File: src/muntjac_pkg.sv
// Shared definitions for the fetch and memory issue slice of the core
// Widths, boot address, fetch queue sizing, opcodes and the cache structs

package muntjac_pkg;

    // Datapath widths
    localparam int XLEN = 64;
    localparam int ILEN = 32;

    // First fetch address after reset
    localparam logic [63:0] BOOT_PC = 64'h8000_0000;

    // Fetch queue sizing
    localparam int FQ_DEPTH = 4;
    localparam int FQ_PTR_W = $clog2(FQ_DEPTH);
    localparam int FQ_CNT_W = $clog2(FQ_DEPTH + 1);

    // Major opcodes handled by the memory issue unit
    localparam logic [6:0] OPCODE_LOAD  = 7'b0000011;
    localparam logic [6:0] OPCODE_STORE = 7'b0100011;

    // Why a fetch was issued
    typedef enum logic [1:0] {
        IF_RESET = 2'd0,
        IF_NEXT  = 2'd1
    } if_reason_e;

    typedef enum logic {
        MEM_LOAD  = 1'b0,
        MEM_STORE = 1'b1
    } mem_op_e;

    typedef struct packed {
        logic            valid;
        logic [XLEN-1:0] pc;
        if_reason_e      reason;
    } icache_req_t;

    typedef struct packed {
        logic            valid;
        logic [ILEN-1:0] instr;
    } icache_resp_t;

    // One fetched instruction with the PC it came from
    typedef struct packed {
        logic [XLEN-1:0] pc;
        logic [ILEN-1:0] instr;
    } fetch_entry_t;

    typedef struct packed {
        logic            valid;
        logic [XLEN-1:0] address;
        logic [XLEN-1:0] value;
        mem_op_e         op;
        logic [1:0]      size;  // log2 of the access size in bytes
        logic            is_unsigned;
    } dcache_req_t;

    typedef struct packed {
        logic            valid;
        logic [XLEN-1:0] value;
    } dcache_resp_t;

endpackage

File: src/fetch_unit.sv
`timescale 1ns/1ps

// Fetch unit
// Requests sequential instruction words from the instruction cache, one at a
// time, and only while the fetch queue has room for the returning word

module fetch_unit (
    input  logic                             clk_i,
    input  logic                             reset_i,

    // Instruction cache
    output muntjac_pkg::icache_req_t         icache_req_o,
    input  muntjac_pkg::icache_resp_t        icache_resp_i,

    // Fetch queue write side
    input  logic [muntjac_pkg::FQ_CNT_W-1:0] fq_count_i,
    output logic                             fq_push_o,
    output muntjac_pkg::fetch_entry_t        fq_entry_o
);

    import muntjac_pkg::*;

    logic [XLEN-1:0]   next_pc_q;
    logic              first_q;
    logic              active_q;
    logic              outstanding_q;
    logic [FQ_CNT_W:0] in_flight;
    logic              credit_ok;
    logic              issue;

    // Words already queued plus the one still inside the cache
    assign in_flight = {1'b0, fq_count_i} + {{FQ_CNT_W{1'b0}}, outstanding_q};
    assign credit_ok = in_flight < (FQ_CNT_W + 1)'(FQ_DEPTH);

    // Only one request in flight at a time
    assign issue = active_q && !outstanding_q && credit_ok;

    assign icache_req_o.valid  = issue;
    assign icache_req_o.pc     = next_pc_q;
    assign icache_req_o.reason = first_q ? IF_RESET : IF_NEXT;

    // next_pc_q still holds the requested PC while the response is pending
    assign fq_push_o        = icache_resp_i.valid;
    assign fq_entry_o.pc    = next_pc_q;
    assign fq_entry_o.instr = icache_resp_i.instr;

    always_ff @(posedge clk_i) begin
        if (reset_i) begin
            next_pc_q     <= BOOT_PC;
            first_q       <= 1'b1;
            active_q      <= 1'b0;
            outstanding_q <= 1'b0;
        end else begin
            // Hold off the first request until one cycle after reset
            active_q <= 1'b1;

            if (issue) begin
                outstanding_q <= 1'b1;
                first_q       <= 1'b0;
            end

            // Advance to the next word once the current one has returned
            if (icache_resp_i.valid) begin
                outstanding_q <= 1'b0;
                next_pc_q     <= next_pc_q + XLEN'(4);
            end
        end
    end

endmodule

File: src/fetch_queue.sv
`timescale 1ns/1ps

// Fetch queue
// Small circular FIFO between fetch and issue, with an occupancy count that
// the fetch unit uses as credit

module fetch_queue (
    input  logic                             clk_i,
    input  logic                             reset_i,

    // Write side
    input  logic                             push_i,
    input  muntjac_pkg::fetch_entry_t        push_entry_i,

    // Read side
    output logic                             pop_valid_o,
    input  logic                             pop_ready_i,
    output muntjac_pkg::fetch_entry_t        pop_entry_o,

    output logic [muntjac_pkg::FQ_CNT_W-1:0] count_o
);

    import muntjac_pkg::*;

    fetch_entry_t        mem_q [FQ_DEPTH];
    logic [FQ_PTR_W-1:0] rd_ptr_q;
    logic [FQ_PTR_W-1:0] wr_ptr_q;
    logic [FQ_CNT_W-1:0] count_q;
    logic                empty;
    logic                full;
    logic                do_push;
    logic                do_pop;

    function automatic logic [FQ_PTR_W-1:0] ptr_next(input logic [FQ_PTR_W-1:0] ptr);
        if (ptr == FQ_PTR_W'(FQ_DEPTH - 1)) begin
            return '0;
        end
        return ptr + FQ_PTR_W'(1);
    endfunction

    assign empty = count_q == '0;
    assign full  = count_q == FQ_CNT_W'(FQ_DEPTH);

    assign pop_valid_o = !empty;
    assign pop_entry_o = mem_q[rd_ptr_q];
    assign count_o     = count_q;

    assign do_pop  = pop_ready_i && !empty;
    // When full a push only fits if the head leaves in the same cycle
    assign do_push = push_i && (!full || do_pop);

    always_ff @(posedge clk_i) begin
        if (do_push) begin
            mem_q[wr_ptr_q] <= push_entry_i;
        end
    end

    always_ff @(posedge clk_i) begin
        if (reset_i) begin
            rd_ptr_q <= '0;
            wr_ptr_q <= '0;
            count_q  <= '0;
        end else begin
            if (do_push) begin
                wr_ptr_q <= ptr_next(wr_ptr_q);
            end
            if (do_pop) begin
                rd_ptr_q <= ptr_next(rd_ptr_q);
            end

            case ({do_push, do_pop})
                2'b10:   count_q <= count_q + FQ_CNT_W'(1);
                2'b01:   count_q <= count_q - FQ_CNT_W'(1);
                default: count_q <= count_q;
            endcase
        end
    end

endmodule

File: src/mem_issue_unit.sv
`timescale 1ns/1ps

// Memory issue unit
// Turns loads and stores at the head of the fetch queue into data cache
// requests and retires every other instruction as soon as it arrives

module mem_issue_unit (
    input  logic                             clk_i,
    input  logic                             reset_i,

    // Fetch queue read side
    input  logic                             entry_valid_i,
    output logic                             entry_ready_o,
    input  muntjac_pkg::fetch_entry_t        entry_i,

    // Data cache
    output muntjac_pkg::dcache_req_t         dcache_req_o,
    input  logic                             dcache_req_ready_i,
    input  muntjac_pkg::dcache_resp_t        dcache_resp_i,

    output logic [muntjac_pkg::XLEN-1:0]     dbg_pc_o
);

    import muntjac_pkg::*;

    typedef enum logic {
        ST_ISSUE,
        ST_WAIT_LOAD
    } state_e;

    state_e          state_q;
    logic [XLEN-1:0] last_load_q;
    logic [XLEN-1:0] dbg_pc_q;

    logic [6:0]      opcode;
    logic [2:0]      funct3;
    logic            is_load;
    logic            is_store;
    logic            is_mem;
    logic [XLEN-1:0] imm_i;
    logic [XLEN-1:0] imm_s;
    logic            req_valid;
    logic            req_fire;
    logic            load_done;
    logic            retire;

    // Decode of the instruction at the queue head
    assign opcode   = entry_i.instr[6:0];
    assign funct3   = entry_i.instr[14:12];
    assign is_load  = opcode == OPCODE_LOAD;
    assign is_store = opcode == OPCODE_STORE;
    assign is_mem   = is_load || is_store;

    // Base register is taken as x0 so the immediate is the whole address
    assign imm_i = {{(XLEN - 12){entry_i.instr[31]}}, entry_i.instr[31:20]};
    assign imm_s = {{(XLEN - 12){entry_i.instr[31]}}, entry_i.instr[31:25],
                    entry_i.instr[11:7]};

    // Head entry and last load value stay put until the request is taken
    assign req_valid = (state_q == ST_ISSUE) && entry_valid_i && is_mem;
    assign req_fire  = req_valid && dcache_req_ready_i;

    assign dcache_req_o.valid       = req_valid;
    assign dcache_req_o.address     = is_store ? imm_s : imm_i;
    assign dcache_req_o.value       = last_load_q;
    assign dcache_req_o.op          = is_store ? MEM_STORE : MEM_LOAD;
    assign dcache_req_o.size        = funct3[1:0];
    assign dcache_req_o.is_unsigned = funct3[2];

    // Load data either while waiting or in the very cycle of acceptance
    assign load_done = dcache_resp_i.valid &&
                       ((state_q == ST_WAIT_LOAD) || (req_fire && is_load));

    always_comb begin
        entry_ready_o = 1'b0;
        if (state_q == ST_ISSUE) begin
            if (!is_mem) begin
                entry_ready_o = 1'b1;
            end else if (is_store) begin
                entry_ready_o = dcache_req_ready_i;
            end else begin
                entry_ready_o = dcache_req_ready_i && dcache_resp_i.valid;
            end
        end else begin
            entry_ready_o = dcache_resp_i.valid;
        end
    end

    assign retire   = entry_valid_i && entry_ready_o;
    assign dbg_pc_o = dbg_pc_q;

    always_ff @(posedge clk_i) begin
        if (reset_i) begin
            state_q     <= ST_ISSUE;
            last_load_q <= '0;
            dbg_pc_q    <= '0;
        end else begin
            if (retire) begin
                dbg_pc_q <= entry_i.pc;
            end

            if (load_done) begin
                last_load_q <= dcache_resp_i.value;
            end

            case (state_q)
                ST_ISSUE: begin
                    if (req_fire && is_load && !dcache_resp_i.valid) begin
                        state_q <= ST_WAIT_LOAD;
                    end
                end
                ST_WAIT_LOAD: begin
                    if (dcache_resp_i.valid) begin
                        state_q <= ST_ISSUE;
                    end
                end
                default: state_q <= ST_ISSUE;
            endcase
        end
    end

endmodule

File: src/muntjac_core.sv
`timescale 1ns/1ps

// Core slice
// Fetch unit feeding the memory issue unit through the fetch queue

module muntjac_core (
    input  logic                         clk_i,
    input  logic                         reset_i,

    // Instruction cache
    output muntjac_pkg::icache_req_t     icache_req_o,
    input  muntjac_pkg::icache_resp_t    icache_resp_i,

    // Data cache
    output muntjac_pkg::dcache_req_t     dcache_req_o,
    input  logic                         dcache_req_ready_i,
    input  muntjac_pkg::dcache_resp_t    dcache_resp_i,

    output logic [muntjac_pkg::XLEN-1:0] dbg_pc_o
);

    import muntjac_pkg::*;

    logic [FQ_CNT_W-1:0] fq_count;
    logic                fq_push;
    fetch_entry_t        fq_push_entry;
    logic                fq_pop_valid;
    logic                fq_pop_ready;
    fetch_entry_t        fq_pop_entry;

    fetch_unit fetch_unit_inst (
        .clk_i         (clk_i),
        .reset_i       (reset_i),
        .icache_req_o  (icache_req_o),
        .icache_resp_i (icache_resp_i),
        .fq_count_i    (fq_count),
        .fq_push_o     (fq_push),
        .fq_entry_o    (fq_push_entry)
    );

    fetch_queue fetch_queue_inst (
        .clk_i        (clk_i),
        .reset_i      (reset_i),
        .push_i       (fq_push),
        .push_entry_i (fq_push_entry),
        .pop_valid_o  (fq_pop_valid),
        .pop_ready_i  (fq_pop_ready),
        .pop_entry_o  (fq_pop_entry),
        .count_o      (fq_count)
    );

    mem_issue_unit mem_issue_unit_inst (
        .clk_i              (clk_i),
        .reset_i            (reset_i),
        .entry_valid_i      (fq_pop_valid),
        .entry_ready_o      (fq_pop_ready),
        .entry_i            (fq_pop_entry),
        .dcache_req_o       (dcache_req_o),
        .dcache_req_ready_i (dcache_req_ready_i),
        .dcache_resp_i      (dcache_resp_i),
        .dbg_pc_o           (dbg_pc_o)
    );

endmodule

File: src/pipeline_wrapper.sv
`timescale 1ns/1ps

// Top level for Verilator
// Flattens the core's cache structs into plain ports so a C++ or
// SystemVerilog harness can drive them directly

module pipeline_wrapper (
    input  logic                         clk_i,
    input  logic                         reset_i,

    // Instruction cache
    output logic                         icache_req_valid_o,
    output logic [muntjac_pkg::XLEN-1:0] icache_req_pc_o,
    output muntjac_pkg::if_reason_e      icache_req_reason_o,
    input  logic                         icache_resp_valid_i,
    input  logic [muntjac_pkg::ILEN-1:0] icache_resp_instr_i,

    // Data cache
    output logic                         dcache_req_valid_o,
    input  logic                         dcache_req_ready_i,
    output logic [muntjac_pkg::XLEN-1:0] dcache_req_address_o,
    output logic [muntjac_pkg::XLEN-1:0] dcache_req_value_o,
    output muntjac_pkg::mem_op_e         dcache_req_op_o,
    output logic [1:0]                   dcache_req_size_o,
    output logic                         dcache_req_unsigned_o,
    input  logic                         dcache_resp_valid_i,
    input  logic [muntjac_pkg::XLEN-1:0] dcache_resp_value_i,

    // Debug
    output logic [muntjac_pkg::XLEN-1:0] dbg_pc_o
);

    import muntjac_pkg::*;

    icache_req_t  icache_req;
    icache_resp_t icache_resp;
    dcache_req_t  dcache_req;
    dcache_resp_t dcache_resp;

    muntjac_core muntjac_core_inst (
        .clk_i              (clk_i),
        .reset_i            (reset_i),
        .icache_req_o       (icache_req),
        .icache_resp_i      (icache_resp),
        .dcache_req_o       (dcache_req),
        .dcache_req_ready_i (dcache_req_ready_i),
        .dcache_resp_i      (dcache_resp),
        .dbg_pc_o           (dbg_pc_o)
    );

    // Instruction cache
    assign icache_req_valid_o  = icache_req.valid;
    assign icache_req_pc_o     = icache_req.pc;
    assign icache_req_reason_o = icache_req.reason;
    assign icache_resp.valid   = icache_resp_valid_i;
    assign icache_resp.instr   = icache_resp_instr_i;

    // Data cache
    assign dcache_req_valid_o    = dcache_req.valid;
    assign dcache_req_address_o  = dcache_req.address;
    assign dcache_req_value_o    = dcache_req.value;
    assign dcache_req_op_o       = dcache_req.op;
    assign dcache_req_size_o     = dcache_req.size;
    assign dcache_req_unsigned_o = dcache_req.is_unsigned;
    assign dcache_resp.valid     = dcache_resp_valid_i;
    assign dcache_resp.value     = dcache_resp_value_i;

endmodule

File: config.mk
export PLATFORM = sky130hd
export DESIGN_NAME = pipeline_wrapper
export DESIGN_NICKNAME = d
export VERILOG_FILES = /design/src/muntjac_pkg.sv /design/src/fetch_unit.sv /design/src/fetch_queue.sv /design/src/mem_issue_unit.sv /design/src/muntjac_core.sv /design/src/pipeline_wrapper.sv
export SDC_FILE = /design/constraint.sdc
export NUM_CORES = 1
export LEC_CHECK = 0
export ABC_AREA = 0
export BUFFER_PORTS_ARGS = -buffer_cell sky130_fd_sc_hd__buf_2
export CORE_AREA = 2 2 221 223
export DETAILED_ROUTE_END_ITERATION = 8
export DIE_AREA = 0 0 223 225
export GPL_TIMING_DRIVEN = 0
export PLACE_DENSITY = 0.66
export SLEW_MARGIN = 20
export SYNTH_ARGS = -nofsm -noshare
export SYNTH_HDL_FRONTEND = slang
export SYNTH_SLANG_ARGS = --single-unit
File: constraint.sdc
create_clock -name clk_i -period 5.2 [get_ports clk_i]
set_input_delay 0.26 -clock clk_i [delete_from_list [all_inputs] [get_ports clk_i]]
set_output_delay 0.26 -clock clk_i [all_outputs]
set_load 0.01 [all_outputs]
# Word-level counts from Yosys, hierarchy flattened
# Memory sizes are Yosys's and may differ from the RTL's. A register that Yosys moved wholly into a read port is not among the register bits.
# Cells that the tools add are included.
# totals
latch_bits	0
out_inout_bits	264
romBits	0
memories	1
wordCells	72
mem_bits_rw	384
input_bits	101
register_bits	203
# classes
bitwise_logic	1
n_mux	25
n_div	0
n_lt_le_gt_ge	1
add_sub_neg	6
reduce_logical	21
n_shift	0
n_mul	0
eq_ne	7
# mem_list
name	depth	width	rd	rd_ports_with_merged_regs	write_ports	line	source
muntjac_core_inst.fetch_queue_inst.mem_q	4	96	1	1	1	fetch_queue.sv:25	fetch_entry_t mem_q [FQ_DEPTH];
# ops
cell	n
adder 64 x 3 -> 64 bit (second input constant)	1
2-to-1 mux 1 bit	16
2-to-1 mux 2 bit	6
logical AND 1 bit	11
equality test 7 x 2 -> 1 bit (second input constant)	1
equality test 7 x 6 -> 1 bit (second input constant)	1
equality test 2 bit (second input constant)	3
one-hot mux 3 bit (2 select lines)	1
2-to-1 mux 5 bit	1
adder 2 x 1 -> 2 bit (second input constant)	2
adder 3 x 1 -> 4 bit	1
logical NOT 1 bit	4
less-than comparator 4 x 3 -> 1 bit (second input constant)	1
adder 3 x 1 -> 3 bit (second input constant)	1
equality test 3 bit (second input constant)	1
logical NOT 3 bit	1
logical OR 1 bit	3
subtractor 3 x 1 -> 3 bit (second input constant)	1
equality test 2 x 1 -> 1 bit (second input constant)	1
one-hot mux 1 bit (2 select lines)	1
nonzero test 2 bit	1
OR reduction 2 bit	1
inverter 1 bit	1

# Logic depth before layout (Yosys ltp)
# depth
word_depth	10
depth_mapped	12

# Modules after synthesis
# Synthesis repeated with hierarchy kept, for this count alone.
# unflattened
cells_unflattened	1666
hier_area_um2	24040.6
# by_module_without_submodules
mod	instances	cells_each	area_per_inst_um2
fetch_queue	1	566	14415.1
mem_issue_unit	1	643	5869.4
fetch_unit	1	457	3756.1

# Least setup slack after synthesis
# No wires, ideal clock.
# synth_path
kind	flip-flop to flip-flop
from	register with a tool-made name
to	memory muntjac_core_inst.fetch_queue_inst.mem_q[0][0] (netlist name), enable pin
slack_ps	1294
setup_time_ps	458
period_less_slack_ps	3906
stages_incl_launch_ff	8
arrival_time_ps	3448
cell_sequence	dfxtp_1 buf_6 nor3_1 a21oi_1 a211oi_4 o32ai_2 o21a_1 and2_1
# synth_rtl
item	line
to (decl)	fetch_queue.sv:25

==> impl_metrics.ini <==
[outcome]
outcome = completed

[pwr]
power_frac_clock = 0.314
combinationalPowerShare = 0.272
sw_frac_of_total = 0.292
p_leak_uw = 0.0103
power_switching_uw = 3620
vdd_ir_drop_max_mv = 0.220
power_uw = 12400
pwr_density_cell_nw_per_um2 = 465
p_int_uw = 8780
seqPwrFrac = 0.414

[sta]
fin_crit_sh = 0.816
tightest_slew_ns = 1.12
rsz0062_at_grt = false
fin_skew_ns = 0.0218
setup_viol = 0
fmax_mhz = 236
max_slew_margin = 0.256
setup-tns-final_ns = 0
hold_viol_final = 0
finalCriticalPeriod_ns = 4.24
worst_slack_ns = 0.958
drv_slew = 0

[route]
drt_wl_total_mm = 50.2
vias_per_cell = 5.04
drc = 0
dr.pass1.iters = 5
wire_per_inst_um = 19.3
drtAntennaViolNets = 0
vias = 13100
first_iter_violations = 803

[critical_path]
worstPathArrival_ns = 3.98
regToRegSetupSlack_ns = 1.79
crit_cells = 6
path_class = reg2out
path_cells = clkbuf_1, buf_1, clkbuf_1, mux4_2, buf_4, buf_2
path_buf_inv = 5
end_kind = output port
cp-start-kind = flip-flop
critical_path.slowest_cell = mux4_2
cp.required_ns = 4.94
r2r_end = muntjac_core_inst.fetch_queue_inst.count_o[2]
cp_max_fo = 53
crit_family = buffers and inverters
ff2ff_path_depth = 10
crit_top_cell = clkbuf_1
cp_slowest_stage_delay_ns = 0.92

[clock_network]
cts_tree = yes
htreeDepth = 2
cts_num_sinks = 557
cts.clk_slew.worst_paths_ns = 0.06
cts.path.max_buffers = 3
clk_latency_ns = 0.61
post_cts_resized = 0
cts_root_buffer = clkbuf_16
cts-buffers-inserted = 55

[global_routing]
grt_util_all_layers = 0.201
grt_pass1_wl_mm = 77.1
busiest_layer = met2
grt_max_degree = 54
grt-ovfl-total = 0
antenna_found_initial = 1
grt_pass1_vias = 13500
grt_use_met1 = 0.249
use_met3 = 0.0438
gr-usage-met2 = 0.347

[yosys]
syn_inst = 1426
avgSynthCellArea_um2 = 14.9
yosysSeqAreaShare = 0.694
ys_seq_elements = 557
ys_async_sr_fraction = 0
ys_warn_count = 0
netlist_area_um2 = 21200
yosysUniqueCellTypes = 51
synthFlopType = edfxtp_1
synth-edff-count = 356

[floorplanning]
ios = 365
die_h_um = 225
die_w_um = 223
start_util = 0.446
rows = 80
core_um2 = 47500
die_area_um2 = 50200

[layout]
drive_gt1_frac = 0.319
num-fill-cells = 3763
finalNetCount = 2049
final_common_cell = buf_2
layout_common_cells = buf_2 (369), edfxtp_1 (356), dfxtp_1 (201), nand2_1 (156), nor2_1 (138)
final_area_um2 = 26700
syn_to_final_growth_pct = 25.9

[hold_path]
min_to = muntjac_core_inst.fetch_queue_inst.count_o[1]
hold_class = in2reg
whs_path_depth = 4
min-delay-start = icache_resp_valid_i

[placement]
pre_cts_ws_ns = 1.46
post-dp-hpwl_mm = 32.9
portBuffers = 353
gp_congestion = 0.800
dpl_cell_area_um2 = 23900

[run]
maxCapViolations = 0
-- stage by stage --
stage	utilization	std cells	hold WS [ns]
after CTS	0.561	2603	0.112
after global routing	0.561	2604	0.139
after detailed placement	0.504	2406	0.445
after floorplan	-	1430	0.333
after global placement	0.499	2398	0.442
final	0.561	2604	0.153
-- worst max-delay path by stage --
stage	startpoint	endpoint	slack, ns
after detailed placement	flip-flop	dcache_req_address_o[13]	1.46
after global placement	flip-flop	muntjac_core_inst.fetch_queue_inst.mem_q[1][69]	-1.01
after CTS	flip-flop	dcache_req_address_o[13]	0.80
final	flip-flop	dcache_req_address_o[13]	0.96
after floorplan	flip-flop	muntjac_core_inst.fetch_queue_inst.mem_q[0][0]	1.29
after global routing	flip-flop	dcache_req_address_o[26]	0.66
-- timing repair --
item / 4_1_cts / 5_1_grt
endpoints found under the hold margin: 173 / 0
setup endpoints to repair: 0 / 0
hold buffers: 93 / 0
buffers inserted: 0 / 0
-- area by class of cell --
cell class	instances	area, µm²	area share
Multi-Input combinational cell	724	5550	0.208
Clock buffer	87	1670	0.0626
Clock inverter	17	134	0.00502
Timing Repair Buffer	454	2890	0.108
Tap cell	615	769	0.0288
Inverter	17	63.8	0.00239
Sequential cell	557	14700	0.552
Buffer	132	887	0.0333
Antenna cell	1	2.50	0.0000938
-- state kept, by name (all words and copies together) (netlist names), named ones only --
| name | count |
|---|---|
| muntjac_core_inst.fetch_unit_inst.first_q | 1 |
| muntjac_core_inst.fetch_queue_inst.rd_ptr_q | 2 |
| muntjac_core_inst.fetch_queue_inst.count_o | 3 |
| muntjac_core_inst.fetch_unit_inst.next_pc_q | 62 |
| muntjac_core_inst.fetch_unit_inst.active_q | 1 |
| muntjac_core_inst.mem_issue_unit_inst.dbg_pc_o | 62 |
| muntjac_core_inst.fetch_queue_inst.mem_q | 356 |
| muntjac_core_inst.mem_issue_unit_inst.last_load_q | 64 |
| muntjac_core_inst.fetch_unit_inst.outstanding_q | 1 |
| muntjac_core_inst.fetch_queue_inst.wr_ptr_q | 2 |
| muntjac_core_inst.mem_issue_unit_inst.state_q | 1 |
-- cell usage after synthesis (all sizes together) (9+ instances only) --
master	count	area share
a21oi	78	0.018
buf	104	0.037
clkbuf	28	0.0050
dfxtp	201	0.19
edfxtp	356	0.50
inv	17	0.0030
mux2i	87	0.041
mux4	78	0.083
nand2	157	0.028
nand3	20	0.0047
nand4	22	0.0075
nor2	139	0.025
nor3	9	0.0021
o21ai	12	0.0028
or3	14	0.0041
xnor2	21	0.0087
xor2	29	0.012
-- worst min-delay path: stages --
cell     delay (ns)
buf_2          0.14
nand2_1        0.11
or3_1          0.12
a31oi_1        0.07
-- kinds of logic (layout without fill, tap and decap cells) --
group | after synthesis | count (layout) | synth area share
AO/OA/AOI/OAI | 100 | 100 | 0.0263
AND/OR/NAND/NOR | 395 | 395 | 0.0841
adder cells (fa/ha/maj) | 7 | 7 | 0.00449
XOR/XNOR | 50 | 50 | 0.0207
other | 1 | 6 | 0.000177
buffers and inverters | 149 | 707 | 0.0449
flip-flops | 557 | 557 | 0.694
multiplexers | 167 | 167 | 0.125
-- metal layers --
layer	up-vias	share of wire
li1	6160	-
met1	6431	0.41
met2	461	0.49
met3	84	0.067
met4	0	0.031
met5	-	0
-- power groups by stage --
stage	logic [µW]	registers (µW)	clock network, µW
2_1_floorplan	2130	5310	0
3_3_place_gp	3320	5240	0
3_5_place_dp	3390	5230	0
4_1_cts	3440	5140	3990
5_1_grt	3700	5170	4160
6_report	3370	5130	3900
(Power assumes the default switching activity.)
